==> config.mk <==
export PLATFORM = sky130hd
export DESIGN_NAME = decode_top
export DESIGN_NICKNAME = d
export VERILOG_FILES = /design/src/common/isa_pkg.sv /design/src/common/uarch_pkg.sv /design/src/inst_fetch.sv /design/src/stage_reg.sv /design/src/front_ctrl.sv /design/src/decode/inst_decoder.sv /design/src/decode/reg_status_file.sv /design/src/decode_top.sv
export VERILOG_INCLUDE_DIRS = /design/src /design/src/common
export SDC_FILE = /design/constraint.sdc
export NUM_CORES = 2
export LEC_CHECK = 0
export BUFFER_PORTS_ARGS = -buffer_cell sky130_fd_sc_hd__buf_2
export CAP_MARGIN = 20
export CORE_MARGIN = 2
export CORE_UTILIZATION = 35
export DETAILED_ROUTE_END_ITERATION = 10
export GPL_TIMING_DRIVEN = 0
export PLACE_DENSITY_LB_ADDON = 0.2
export SLEW_MARGIN = 15
export SYNTH_ARGS = -nofsm -noshare
export SYNTH_HDL_FRONTEND = slang
export SYNTH_SLANG_ARGS = --single-unit
==> constraint.sdc <==
create_clock -name clk -period 34.9 [get_ports clk]
set_input_delay 6.98 -clock clk [delete_from_list [all_inputs] [get_ports clk]]
set_output_delay 6.98 -clock clk [all_outputs]
set_load 0.01 [all_outputs]
==> src/common/cpu_config.svh <==
`ifndef CPU_CONFIG_SVH
`define CPU_CONFIG_SVH

// Boot vector in kseg1 where the first fetch starts.
`define CFG_RESET_PC 32'hbfc00000

// Entries in the reorder buffer. The tag counter wraps at this depth.
`define CFG_ROB_DEPTH 16

`define CFG_TAG_W 4

`endif

==> src/common/isa_pkg.sv <==
package isa_pkg;

  typedef enum logic [5:0] {
    OP_SPECIAL = 6'h00,
    OP_REGIMM  = 6'h01,
    OP_J       = 6'h02,
    OP_JAL     = 6'h03,
    OP_BEQ     = 6'h04,
    OP_BNE     = 6'h05,
    OP_BLEZ    = 6'h06,
    OP_BGTZ    = 6'h07,
    OP_ADDI    = 6'h08,
    OP_ADDIU   = 6'h09,
    OP_SLTI    = 6'h0a,
    OP_SLTIU   = 6'h0b,
    OP_ANDI    = 6'h0c,
    OP_ORI     = 6'h0d,
    OP_XORI    = 6'h0e,
    OP_LUI     = 6'h0f,
    OP_LB      = 6'h20,
    OP_LH      = 6'h21,
    OP_LW      = 6'h23,
    OP_LBU     = 6'h24,
    OP_LHU     = 6'h25,
    OP_SB      = 6'h28,
    OP_SH      = 6'h29,
    OP_SW      = 6'h2b
  } opcode_e;

  typedef enum logic [5:0] {
    FN_SLL     = 6'h00,
    FN_SRL     = 6'h02,
    FN_SRA     = 6'h03,
    FN_JR      = 6'h08,
    FN_JALR    = 6'h09,
    FN_SYSCALL = 6'h0c,
    FN_ADD     = 6'h20,
    FN_ADDU    = 6'h21,
    FN_SUB     = 6'h22,
    FN_SUBU    = 6'h23,
    FN_AND     = 6'h24,
    FN_OR      = 6'h25,
    FN_XOR     = 6'h26,
    FN_NOR     = 6'h27,
    FN_SLT     = 6'h2a,
    FN_SLTU    = 6'h2b
  } funct_e;

  // Branch codes held in the rt field under OP_REGIMM.
  typedef enum logic [4:0] {
    RI_BLTZ = 5'h00,
    RI_BGEZ = 5'h01
  } regimm_e;

  typedef enum logic [1:0] {
    EXC_NONE    = 2'd0,
    EXC_RI      = 2'd1,
    EXC_SYSCALL = 2'd2
  } exc_type_e;

endpackage

==> src/common/uarch_pkg.sv <==
`include "cpu_config.svh"

package uarch_pkg;

  import isa_pkg::*;

  typedef logic [31:0]           word_t;
  typedef logic [31:0]           addr_t;
  typedef logic [4:0]            reg_idx_t;
  typedef logic [`CFG_TAG_W-1:0] rob_tag_t;
  typedef logic [3:0]            mem_sel_t;

  typedef struct packed {
    addr_t pc;
    word_t inst;
  } fetch_slot_t;

  typedef struct packed {
    rob_tag_t   tag;
    addr_t      pc;
    logic [5:0] funct;
    logic [4:0] shamt;
    logic       operand_is_ref_1;
    logic       operand_is_ref_2;
    word_t      operand_data_1;
    word_t      operand_data_2;
    logic       reg_write_en;
    reg_idx_t   reg_write_addr;
    logic       mem_read;
    logic       mem_write;
    logic       mem_sign_ext;
    mem_sel_t   mem_sel;
    logic       is_branch;
    logic       is_jump;
    addr_t      branch_target;
    logic       is_delayslot;
    exc_type_e  exc_type;
  } decode_slot_t;

endpackage

==> src/inst_fetch.sv <==
`timescale 1ns/1ps
`include "cpu_config.svh"

module inst_fetch
  import uarch_pkg::*;
(
  input  logic  clk,
  input  logic  rst,
  input  logic  redirect_en,
  input  addr_t redirect_pc,
  input  logic  slot_free,
  output logic  wb_cyc,
  output logic  wb_stb,
  output addr_t wb_adr,
  input  word_t wb_dat,
  input  logic  wb_ack,
  output logic  fetch_valid,
  output addr_t fetch_pc,
  output word_t fetch_word
);

  addr_t next_pc;
  logic  cyc_q;
  logic  stale_q;

  assign wb_cyc      = cyc_q;
  assign wb_stb      = cyc_q;
  assign fetch_valid = cyc_q && wb_ack && !stale_q && !redirect_en;
  assign fetch_pc    = wb_adr;
  assign fetch_word  = wb_dat;

  always_ff @(posedge clk) begin
    if (!rst) begin
      cyc_q   <= 1'b0;
      stale_q <= 1'b0;
      next_pc <= `CFG_RESET_PC;
    end else begin
      if (cyc_q) begin
        if (wb_ack) begin
          cyc_q   <= 1'b0;
          stale_q <= 1'b0;
          if (!stale_q) next_pc <= wb_adr + 32'd4;
        end else if (redirect_en) begin
          stale_q <= 1'b1; // The word of this cycle is dropped when it arrives.
        end
      end else if (slot_free && !redirect_en) begin
        cyc_q <= 1'b1;
      end
      if (redirect_en) next_pc <= redirect_pc;
    end
  end

  // Address follows next_pc while idle and freezes for the whole bus cycle.
  always_ff @(posedge clk) begin
    if (!cyc_q) wb_adr <= next_pc;
  end

endmodule

==> src/stage_reg.sv <==
`timescale 1ns/1ps

module stage_reg #(
  parameter type payload_t = logic
) (
  input  logic     clk,
  input  logic     rst,
  input  logic     flush,
  input  logic     in_valid,
  output logic     in_ready,
  input  payload_t in_data,
  output logic     out_valid,
  input  logic     out_ready,
  output payload_t out_data
);

  assign in_ready = (!out_valid || out_ready) && !flush; // Free, or draining this cycle.

  always_ff @(posedge clk) begin
    if (!rst) begin
      out_valid <= 1'b0;
    end else if (flush) begin
      out_valid <= 1'b0;
    end else if (in_ready) begin
      out_valid <= in_valid;
    end
  end

  always_ff @(posedge clk) begin
    if (in_valid && in_ready) out_data <= in_data;
  end

endmodule

==> src/front_ctrl.sv <==
`timescale 1ns/1ps
`include "cpu_config.svh"

module front_ctrl
  import uarch_pkg::*;
(
  input  logic     clk,
  input  logic     rst,
  input  logic     redirect_en,
  input  logic     dec_fire,
  input  logic     dec_is_jump_or_branch,
  output logic     flush,
  output rob_tag_t alloc_tag,
  output logic     in_delayslot
);

  localparam rob_tag_t LAST_TAG = rob_tag_t'(`CFG_ROB_DEPTH - 1);

  rob_tag_t tag_q;
  logic     delay_q;

  assign flush        = redirect_en; // Both slots drop in the redirect cycle.
  assign alloc_tag    = tag_q;
  assign in_delayslot = delay_q;

  always_ff @(posedge clk) begin
    if (!rst) begin
      tag_q <= '0;
    end else if (dec_fire) begin
      tag_q <= (tag_q == LAST_TAG) ? '0 : tag_q + 1'b1;
    end
  end

  // Marks the instruction after a branch or jump as its delay slot.
  always_ff @(posedge clk) begin
    if (!rst) begin
      delay_q <= 1'b0;
    end else if (redirect_en) begin
      delay_q <= 1'b0;
    end else if (dec_fire) begin
      delay_q <= dec_is_jump_or_branch;
    end
  end

endmodule

==> src/decode/inst_decoder.sv <==
`timescale 1ns/1ps

module inst_decoder
  import isa_pkg::*;
  import uarch_pkg::*;
(
  input  addr_t      pc,
  input  word_t      inst,
  output reg_idx_t   rs_idx,
  output reg_idx_t   rt_idx,
  output logic [5:0] funct,
  output logic [4:0] shamt,
  output logic       reg_write_en,
  output reg_idx_t   reg_write_addr,
  output logic       mem_read,
  output logic       mem_write,
  output logic       mem_sign_ext,
  output mem_sel_t   mem_sel,
  output logic       is_branch,
  output logic       is_jump,
  output addr_t      branch_target,
  output exc_type_e  exc_type,
  output word_t      imm_val,
  output logic       use_imm,
  output logic       is_link
);

  logic [5:0] opcode;
  reg_idx_t   rt_field;
  reg_idx_t   rd_field;
  word_t      imm_sext;
  word_t      imm_zext;
  addr_t      branch_addr;
  addr_t      jump_addr;
  mem_sel_t   size_mask;

  assign opcode      = inst[31:26];
  assign rs_idx      = inst[25:21];
  assign rt_field    = inst[20:16];
  assign rd_field    = inst[15:11];
  assign imm_sext    = {{16{inst[15]}}, inst[15:0]};
  assign imm_zext    = {16'h0000, inst[15:0]};
  assign branch_addr = pc + 32'd4 + {imm_sext[29:0], 2'b00};
  assign jump_addr   = {pc[31:28], inst[25:0], 2'b00};

  // Opcode bits 27:26 give the access size for every load and store.
  assign size_mask = (inst[27:26] == 2'b00) ? 4'b0001 :
                     (inst[27:26] == 2'b01) ? 4'b0011 : 4'b1111;

  always_comb begin
    rt_idx         = rt_field;
    funct          = FN_ADDU;
    shamt          = '0;
    reg_write_en   = 1'b0;
    reg_write_addr = rt_field;
    mem_read       = 1'b0;
    mem_write      = 1'b0;
    mem_sign_ext   = 1'b0;
    mem_sel        = '0;
    is_branch      = 1'b0;
    is_jump        = 1'b0;
    branch_target  = '0;
    exc_type       = EXC_NONE;
    imm_val        = imm_sext;
    use_imm        = 1'b1;
    is_link        = 1'b0;
    case (opcode)
      OP_SPECIAL: begin
        use_imm        = 1'b0;
        funct          = inst[5:0];
        shamt          = inst[10:6];
        reg_write_addr = rd_field;
        case (inst[5:0])
          FN_ADD, FN_ADDU, FN_SUB, FN_SUBU, FN_AND, FN_OR, FN_XOR, FN_NOR,
          FN_SLT, FN_SLTU, FN_SLL, FN_SRL, FN_SRA: reg_write_en = 1'b1;
          FN_JR: is_jump = 1'b1;
          FN_JALR: begin
            is_jump      = 1'b1;
            is_link      = 1'b1;
            reg_write_en = 1'b1;
            rt_idx       = rs_idx; // Port 1 carries the link address, so the target comes on port 2.
          end
          FN_SYSCALL: exc_type = EXC_SYSCALL;
          default: exc_type = EXC_RI;
        endcase
      end
      OP_ADDI, OP_ADDIU, OP_SLTI, OP_SLTIU: begin
        reg_write_en = 1'b1;
        funct = (opcode == OP_ADDI)  ? FN_ADD  :
                (opcode == OP_ADDIU) ? FN_ADDU :
                (opcode == OP_SLTI)  ? FN_SLT  : FN_SLTU;
      end
      OP_ANDI, OP_ORI, OP_XORI: begin
        reg_write_en = 1'b1;
        imm_val      = imm_zext;
        funct = (opcode == OP_ANDI) ? FN_AND :
                (opcode == OP_ORI)  ? FN_OR  : FN_XOR;
      end
      OP_LUI: begin
        reg_write_en = 1'b1;
        funct        = FN_OR;
        imm_val      = {inst[15:0], 16'h0000};
      end
      OP_LB, OP_LBU, OP_LH, OP_LHU, OP_LW: begin
        reg_write_en = 1'b1;
        mem_read     = 1'b1;
        mem_sign_ext = (opcode == OP_LB) || (opcode == OP_LH);
        mem_sel      = size_mask;
      end
      OP_SB, OP_SH, OP_SW: begin
        mem_write     = 1'b1;
        mem_sel       = size_mask;
        use_imm       = 1'b0;
        branch_target = imm_sext; // Address offset of a store. Operand 2 holds the data.
      end
      OP_BEQ, OP_BNE, OP_BLEZ, OP_BGTZ: begin
        is_branch     = 1'b1;
        use_imm       = 1'b0;
        funct         = opcode; // Branches carry their condition in funct.
        branch_target = branch_addr;
      end
      OP_REGIMM: begin
        if (rt_field == RI_BLTZ || rt_field == RI_BGEZ) begin
          is_branch     = 1'b1;
          use_imm       = 1'b0;
          funct         = {1'b0, rt_field};
          branch_target = branch_addr;
        end else begin
          exc_type = EXC_RI;
        end
      end
      OP_J, OP_JAL: begin
        is_jump        = 1'b1;
        branch_target  = jump_addr;
        imm_val        = '0;
        is_link        = (opcode == OP_JAL);
        reg_write_en   = (opcode == OP_JAL);
        reg_write_addr = 5'd31;
      end
      default: exc_type = EXC_RI;
    endcase
  end

endmodule

==> src/decode/reg_status_file.sv <==
`timescale 1ns/1ps

module reg_status_file
  import uarch_pkg::*;
(
  input  logic     clk,
  input  logic     rst,
  input  reg_idx_t rd_idx_1,
  input  reg_idx_t rd_idx_2,
  output logic     rd_is_ref_1,
  output logic     rd_is_ref_2,
  output word_t    rd_data_1,
  output word_t    rd_data_2,
  input  logic     ren_en,
  input  reg_idx_t ren_idx,
  input  rob_tag_t ren_tag,
  input  logic     commit_en,
  input  reg_idx_t commit_idx,
  input  rob_tag_t commit_tag,
  input  word_t    commit_data
);

  word_t       value_q [32];
  rob_tag_t    tag_q   [32];
  logic [31:0] ref_q;

  // Returns {is_ref, data}. A matching commit in this cycle bypasses into the read.
  function automatic logic [32:0] lookup(input reg_idx_t idx);
    logic hit;
    hit = commit_en && (commit_idx == idx) && (tag_q[idx] == commit_tag);
    if (idx == '0) begin
      lookup = {1'b0, 32'h0};
    end else if (!ref_q[idx]) begin
      lookup = {1'b0, value_q[idx]};
    end else if (hit) begin
      lookup = {1'b0, commit_data};
    end else begin
      lookup = {1'b1, word_t'(tag_q[idx])};
    end
  endfunction

  always_comb begin
    {rd_is_ref_1, rd_data_1} = lookup(rd_idx_1);
    {rd_is_ref_2, rd_data_2} = lookup(rd_idx_2);
  end

  always_ff @(posedge clk) begin
    if (!rst) begin
      for (int i = 0; i < 32; i++) begin
        value_q[i] <= '0;
        tag_q[i]   <= '0;
      end
      ref_q <= '0;
    end else begin
      if (commit_en && ref_q[commit_idx] && tag_q[commit_idx] == commit_tag) begin
        value_q[commit_idx] <= commit_data;
        ref_q[commit_idx]   <= 1'b0;
      end
      if (ren_en && ren_idx != '0) begin // Later assignment lets a rename override the commit.
        ref_q[ren_idx] <= 1'b1;
        tag_q[ren_idx] <= ren_tag;
      end
    end
  end

endmodule

==> src/decode_top.sv <==
`timescale 1ns/1ps

module decode_top
  import isa_pkg::*;
  import uarch_pkg::*;
(
  input  logic       clk,
  input  logic       rst,
  output logic       wb_cyc,
  output logic       wb_stb,
  output addr_t      wb_adr,
  input  word_t      wb_dat,
  input  logic       wb_ack,
  input  logic       redirect_en,
  input  addr_t      redirect_pc,
  input  logic       commit_en,
  input  rob_tag_t   commit_tag,
  input  reg_idx_t   commit_idx,
  input  word_t      commit_data,
  input  logic       rob_ready,
  output logic       rob_valid,
  output rob_tag_t   rob_tag,
  output addr_t      rob_pc,
  output logic [5:0] rob_funct,
  output logic [4:0] rob_shamt,
  output logic       rob_operand_is_ref_1,
  output logic       rob_operand_is_ref_2,
  output word_t      rob_operand_data_1,
  output word_t      rob_operand_data_2,
  output logic       rob_reg_write_en,
  output reg_idx_t   rob_reg_write_addr,
  output logic       rob_mem_read,
  output logic       rob_mem_write,
  output logic       rob_mem_sign_ext,
  output mem_sel_t   rob_mem_sel,
  output logic       rob_is_branch,
  output logic       rob_is_jump,
  output addr_t      rob_branch_target,
  output logic       rob_is_delayslot,
  output exc_type_e  rob_exc_type
);

  logic         fetch_valid;
  fetch_slot_t  fetch_in;
  logic         slot_free;
  logic         f_valid;
  fetch_slot_t  f_slot;
  logic         dec_ready;
  logic         dec_fire;
  logic         flush;
  logic         jump_or_branch;
  decode_slot_t dec_in;
  decode_slot_t dec_out;
  reg_idx_t     rs_idx;
  reg_idx_t     rt_idx;
  logic         rd_is_ref_1;
  logic         rd_is_ref_2;
  word_t        rd_data_1;
  word_t        rd_data_2;
  word_t        imm_val;
  logic         use_imm;
  logic         is_link;

  assign dec_fire       = f_valid && dec_ready;
  assign jump_or_branch = dec_in.is_branch || dec_in.is_jump;
  assign dec_in.pc      = f_slot.pc;

  assign dec_in.operand_is_ref_1 = is_link ? 1'b0 : rd_is_ref_1;
  assign dec_in.operand_data_1   = is_link ? f_slot.pc + 32'd8 : rd_data_1;
  assign dec_in.operand_is_ref_2 = use_imm ? 1'b0 : rd_is_ref_2;
  assign dec_in.operand_data_2   = use_imm ? imm_val : rd_data_2;

  inst_fetch u_fetch (
    .clk         (clk),
    .rst         (rst),
    .redirect_en (redirect_en),
    .redirect_pc (redirect_pc),
    .slot_free   (slot_free),
    .wb_cyc      (wb_cyc),
    .wb_stb      (wb_stb),
    .wb_adr      (wb_adr),
    .wb_dat      (wb_dat),
    .wb_ack      (wb_ack),
    .fetch_valid (fetch_valid),
    .fetch_pc    (fetch_in.pc),
    .fetch_word  (fetch_in.inst)
  );

  stage_reg #(.payload_t(fetch_slot_t)) u_fetch_reg (
    .clk       (clk),
    .rst       (rst),
    .flush     (flush),
    .in_valid  (fetch_valid),
    .in_ready  (slot_free),
    .in_data   (fetch_in),
    .out_valid (f_valid),
    .out_ready (dec_ready),
    .out_data  (f_slot)
  );

  inst_decoder u_decoder (
    .pc             (f_slot.pc),
    .inst           (f_slot.inst),
    .rs_idx         (rs_idx),
    .rt_idx         (rt_idx),
    .funct          (dec_in.funct),
    .shamt          (dec_in.shamt),
    .reg_write_en   (dec_in.reg_write_en),
    .reg_write_addr (dec_in.reg_write_addr),
    .mem_read       (dec_in.mem_read),
    .mem_write      (dec_in.mem_write),
    .mem_sign_ext   (dec_in.mem_sign_ext),
    .mem_sel        (dec_in.mem_sel),
    .is_branch      (dec_in.is_branch),
    .is_jump        (dec_in.is_jump),
    .branch_target  (dec_in.branch_target),
    .exc_type       (dec_in.exc_type),
    .imm_val        (imm_val),
    .use_imm        (use_imm),
    .is_link        (is_link)
  );

  reg_status_file u_status (
    .clk         (clk),
    .rst         (rst),
    .rd_idx_1    (rs_idx),
    .rd_idx_2    (rt_idx),
    .rd_is_ref_1 (rd_is_ref_1),
    .rd_is_ref_2 (rd_is_ref_2),
    .rd_data_1   (rd_data_1),
    .rd_data_2   (rd_data_2),
    .ren_en      (dec_fire && dec_in.reg_write_en),
    .ren_idx     (dec_in.reg_write_addr),
    .ren_tag     (dec_in.tag),
    .commit_en   (commit_en),
    .commit_idx  (commit_idx),
    .commit_tag  (commit_tag),
    .commit_data (commit_data)
  );

  front_ctrl u_ctrl (
    .clk                   (clk),
    .rst                   (rst),
    .redirect_en           (redirect_en),
    .dec_fire              (dec_fire),
    .dec_is_jump_or_branch (jump_or_branch),
    .flush                 (flush),
    .alloc_tag             (dec_in.tag),
    .in_delayslot          (dec_in.is_delayslot)
  );

  stage_reg #(.payload_t(decode_slot_t)) u_decode_reg (
    .clk       (clk),
    .rst       (rst),
    .flush     (flush),
    .in_valid  (f_valid),
    .in_ready  (dec_ready),
    .in_data   (dec_in),
    .out_valid (rob_valid),
    .out_ready (rob_ready),
    .out_data  (dec_out)
  );

  assign rob_tag              = dec_out.tag;
  assign rob_pc               = dec_out.pc;
  assign rob_funct            = dec_out.funct;
  assign rob_shamt            = dec_out.shamt;
  assign rob_operand_is_ref_1 = dec_out.operand_is_ref_1;
  assign rob_operand_is_ref_2 = dec_out.operand_is_ref_2;
  assign rob_operand_data_1   = dec_out.operand_data_1;
  assign rob_operand_data_2   = dec_out.operand_data_2;
  assign rob_reg_write_en     = dec_out.reg_write_en;
  assign rob_reg_write_addr   = dec_out.reg_write_addr;
  assign rob_mem_read         = dec_out.mem_read;
  assign rob_mem_write        = dec_out.mem_write;
  assign rob_mem_sign_ext     = dec_out.mem_sign_ext;
  assign rob_mem_sel          = dec_out.mem_sel;
  assign rob_is_branch        = dec_out.is_branch;
  assign rob_is_jump          = dec_out.is_jump;
  assign rob_branch_target    = dec_out.branch_target;
  assign rob_is_delayslot     = dec_out.is_delayslot;
  assign rob_exc_type         = dec_out.exc_type;

endmodule

* Word level (Yosys, flattened, before mapping)
Memories as Yosys holds them, arrays and structs flattened. A register that Yosys moved wholly into a read port is not among the register bits.
Cells that the tools add are included.
** Word-level totals
- Register bits after elaboration :: 332
- Memory bits (writable) :: 1152
- Output and inout bits :: 198
- Logic and storage cells :: 231
- Memories kept :: 2
** Memory list
- u_status.value_q :: words 32, width 32, rd ports 2, clocked after Yosys merged registers in 1, write ports 32, line reg_status_file.sv:23 : word_t value_q [32];
- u_status.tag_q :: words 32, width 4, rd ports 3, clocked after Yosys merged registers in 1, write ports 32, line reg_status_file.sv:24 : rob_tag_t tag_q [32];
** Cells by class
- Add/subtract/negate cells :: 5
- Magnitude comparators :: 6
- Equality and inequality tests :: 47
- Multiplexer cells :: 76
- Bitwise logic cells :: 7
- Reductions and logical operators :: 57
** Operators with widths (count)
- 32-bit two-way mux :: 15
- 32-bit case mux with 4 select lines :: 1
- 6-bit equality test (second input constant) :: 18
- 32-bit case mux with 3 select lines :: 1
- 6-bit by 4-bit equality test with 1-bit output (second input constant) :: 11
- 33-bit two-way mux :: 2
- 32-bit by 3-bit adder with 32-bit output (second input constant) :: 2
- 6-bit case mux with 6 select lines :: 1
- 32-bit adder :: 1
- 32-bit by 4-bit adder with 32-bit output (second input constant) :: 1
- 32-bit bitwise AND :: 1
- 32-bit NOT :: 1
- 32-bit bitwise OR :: 1
- 32-bit OR reduction :: 1
- 5-bit two-way mux :: 6
- 1-bit two-way mux :: 29
- 6-bit by 2-bit equality test with 1-bit output (second input constant) :: 4
- 6-bit by 3-bit equality test with 1-bit output (second input constant) :: 4
- 5-bit by 6-bit < comparator with 1-bit output (second input constant) :: 4
- 6-bit two-way mux :: 4
- 22-bit OR reduction :: 1
- 1-bit logical AND :: 18
- 8-bit OR reduction :: 2
- 1-bit binary-select mux with 5-bit select :: 3
- 34 further kinds :: 66

* Longest topological paths before layout
- Depth after elaboration :: 11
- Mapped depth :: 18
- Gate-level depth less buffers :: 17

* Modules after synthesis
Synthesis repeated with hierarchy kept, for this count alone.
** Second synthesis, totals
- Cell total of the unflattened synthesis :: 5738
- Area, all modules :: 79563.8 um2
** Modules (own cells, without submodules)
- reg_status_file :: times used 1, cells an instance 4419, area an instance 64144.0 um2, sequential area each 35233.8 um2
- stage_reg at u_decode_reg :: times used 1, cells an instance 169, area an instance 4958.5 um2, sequential area each 4914.7 um2
- inst_fetch :: times used 1, cells an instance 363, area an instance 3565.9 um2, sequential area each 1641.6 um2
- inst_decoder :: times used 1, cells an instance 496, area an instance 3344.5 um2, sequential area each 0.0 um2
- stage_reg at u_fetch_reg :: times used 1, cells an instance 70, area an instance 1985.7 um2, sequential area each 1941.9 um2
- decode_top :: times used 1, cells an instance 197, area an instance 1325.0 um2, sequential area each 0.0 um2
- front_ctrl :: times used 1, cells an instance 24, area an instance 240.2 um2, sequential area each 100.1 um2

* Worst setup path before layout
No wires, ideal clock.
- Path type :: input-to-reg
- Start point :: input port redirect_en
- End point :: memory u_status.tag_q[24][0] (netlist bit), enable pin
- Setup time :: 362 ps
- Arrival :: 21493 ps
- Slack :: 13046 ps
- Stages :: 7
- Buffers on the path :: 2
- Cells stage by stage :: clkbuf_1 -> nor3b_1 -> o2111a_1 -> nand3_1 -> or2_2 -> clkbuf_1 -> o21ai_0
** RTL lines
- start: declaration :: line decode_top.sv:14 : input logic redirect_en,
- end: declaration :: line reg_status_file.sv:24

==> run_results.csv <==
group,metric,value,unit
die,io_pins,309,
min_path,hp-class,"reg -> reg",
power_and_ir_drop,ir_drop,0.0473,mV
synthesis,synth-main-ff-cell,"edfxtp_1",
critical_path,r2r_cells,16,
die,core_area,0.227,sq mm
cts,root_buffer,"clkbuf_16",
layout,final_area,0.0939,sq mm
cts,clk_latency,870,ps
cts,cts_resized,0,
timing,tightest_slew,1300,ps
cts,cts.clk_slew.worst_paths,60,ps
cts,cts_sinks,1488,
synthesis,ys_async_sr_fraction,0,
timing,maxSlewViolCount,0,
layout,final_common_cell,"edfxtp_1",
cts,post_cts_buffers,0,
detailed_routing,drtIter0Drc,10800,
synthesis,ys_ff_latch,1488,
layout,mostFrequentLayoutCells,"1410 x edfxtp_1, 1198 x nand2_1, 904 x and2_1",
critical_path,critPathMaxFanout,10,
critical_path,critPathKind,"in -> reg",
detailed_routing,drcViolationCount,0,
power_and_ir_drop,p_leak,0.0331,uW
detailed_routing,routedWlPerCell,36.8,um
timing,setup_ws,22640,ps
place,dp_slack,21410,ps
timing,finalClockSkew,40.1,ps
die,dieArea,0.233,sq mm
timing,setup_viol,0,
timing,slew_headroom,0.130,
grt,grt_pass1_vias,63900,
layout,finalNetCount,7685,
cts,cts_tree,"built",
run,cap_violations,0,
cts,cts.path.max_buffers,3,
timing,min_period,12260,ps
cts,hold_buffers,0,
timing,hold_ws,429,ps
layout,fill_cells,21700,
detailed_routing,vias,66600,
critical_path,crit_arrival,12960,ps
layout,drive_gt1_frac,0.171,
place,place_hpwl,304000,um
grt,antenna_found_initial,43,
place,place.gp.congestion,1.03,
critical_path,cp_data_required_time,35600,ps
cts,htree_levels,4,
grt,grt_first_pass_wirelength,529000,um
timing,rsz0062_at_grt,"false",
die,die_w,483,um
synthesis,yosysWarnings,0,
synthesis,synthTopCellsByArea,"edfxtp_1 53%, mux4_2 12%, and2_1 7.1%",
timing,fmax,81.6,MHz
cts,cts_made_buffers,171,
detailed_routing,drt_wl_total,394000,um
synthesis,synthCells,6883,
synthesis,yosys.area.top_type,"edfxtp_1",
grt,grt_max_degree,31,
synthesis,synth_top_area_share,0.528,
timing,finalHoldViolations,0,
grt,grt-ovfl-total,0,
critical_path,cp-start-kind,"input pin",
synthesis,syn_area,0.0802,sq mm
detailed_routing,dr.pass1.iters,6,
synthesis,ys_types,80,
synthesis,synth-edff-count,1410,
power_and_ir_drop,p_per_area,45.6,mW/mm^2
die,fp-row-count,175,
die,die_h,483,um
layout,area_growth,17.1,%
timing,setup_tns,0,ps
die,start_util,0.352,
detailed_routing,antenna_left,0,
run_status,run_status,"complete, no violations",
min_path,worstHoldPathCells,0,
place,port_buffers,306,
place,placed_area,0.0881,sq mm
synthesis,ys_seq_area_frac,0.547,
detailed_routing,vias_per_cell,6.23,
critical_path,crit_path_end_kind,"flop",
synthesis,avgSynthCellArea,11.7,sq um
timing,timing.final.crit_share,0.351,
grt,track_usage,0.331,
## per-layer routing
layer | up-vias | share of wire | track usage | routed length [um]
met1 | 33800 | 0.37 | 0.424 | 148000
met3 | 1132 | 0.11 | 0.0801 | 41300
li1 | 26900 | - | - | -
met4 | 18 | 0.083 | 0.231 | 32700
met5 | - | 0.00032 | 0 | 126
met2 | 4804 | 0.44 | 0.494 | 172000
## path summary, 6_finish.rpt
path                                               from                   endpoint  slack, ps
worst max-delay path                      commit_idx[1]    u_status.value_q[4][25]      22640
worst min register to register       u_fetch.next_pc[1]        u_fetch.fetch_pc[1]        430
worst max register to register  u_fetch_reg.out_data[3]  u_decode_reg.out_data[67]      25980
worst min-delay path                 u_fetch.next_pc[1]        u_fetch.fetch_pc[1]        430
## worst max-delay path, cell delays in order
cell and delay, ps:
buf_2 150, clkbuf_1 810, buf_1 680, mux4_2 450, a22oi_1 150, nand4_1 160
xnor2_1 180, nor4_1 310, clkbuf_2 260, nand2_1 280, clkbuf_1 520, nor4_2 770
buf_2 370, clkbuf_1 610, and2_1 230
## final cells by class
class / count / area, sq um / area share
Clock inverter: 95 / 956 / 0.0102
Inverter: 73 / 274 / 0.00292
Timing Repair Buffer: 454 / 3810 / 0.0405
Sequential cell: 1488 / 43900 / 0.467
Tap cell: 3009 / 3760 / 0.0401
Buffer: 641 / 2570 / 0.0274
Antenna cell: 21 / 52.6 / 0.000560
Multi-Input combinational cell: 4684 / 34000 / 0.362
Clock buffer: 223 / 4580 / 0.0487
## power by group
| group | total, uW | switching [uW] | leakage, uW | internal, uW |
|---|---|---|---|---|
| Combinational | 401 | 270 | 0.0156 | 132 |
| Clock | 1830 | 817 | 0.00266 | 1010 |
| Sequential | 2050 | 42.4 | 0.0149 | 2010 |
| Total | 4280 | 1130 | 0.0331 | 3150 |
## registers in the layout, indices dropped and copies added, names as in the netlist, 4 cells and up, named ones only
register,count
u_fetch.fetch_pc,32
u_decode_reg.out_data,162
u_ctrl.alloc_tag,4
u_status.value_q,1024
u_status.tag_q,128
u_fetch_reg.out_data,64
u_status.ref_q,32
u_fetch.next_pc,32
## kinds of logic after synthesis
kind of cell,synth area share
other,0.0000468
multiplexers,0.132
adder cells (fa/ha/maj),0.00961
AND/OR/NAND/NOR,0.192
AO/OA/AOI/OAI,0.0742
XOR/XNOR,0.0102
flip-flops,0.547
buffers and inverters,0.0348
## cell usage after synthesis, types with 3 or more instances
cell,count
o31ai_1,11
nand2b_1,7
a221o_1,18
nor2b_1,13
o211ai_1,6
nor2_1,251
nor4_1,56
nand2_1,1198
o21bai_1,3
ha_1,60
o21ai_0,137
and2_1,904
xor2_1,56
a31oi_1,108
clkbuf_1,517
buf_4,4
mux2_2,21
nand4_1,15
a311oi_1,195
mux4_2,419
a2bb2oi_1,3
nand3_1,317
a211oi_1,58
a22oi_1,26
mux2i_1,79
nor3b_1,5
mux4_1,3
nand3b_1,7
a21o_1,33
and3_1,149
or3_1,11
dfxtp_1,78
inv_1,72
a21oi_1,192
a222oi_1,5
buf_1,79
o22ai_1,57
xnor2_1,37
edfxtp_1,1410
buf_2,34
nor3_1,163
or2_2,8
buf_6,7
and4_1,5
## through the flow
stage               instances  total power (uW)  utilization
floorplan                6886              2260            -
global placement        10200              2450        0.376
detailed placement      10300              2470        0.387
CTS                     10600              4260        0.412
global route            10700              4360        0.413
finish                  10700              4280        0.413
(Power assumes the default switching activity.)
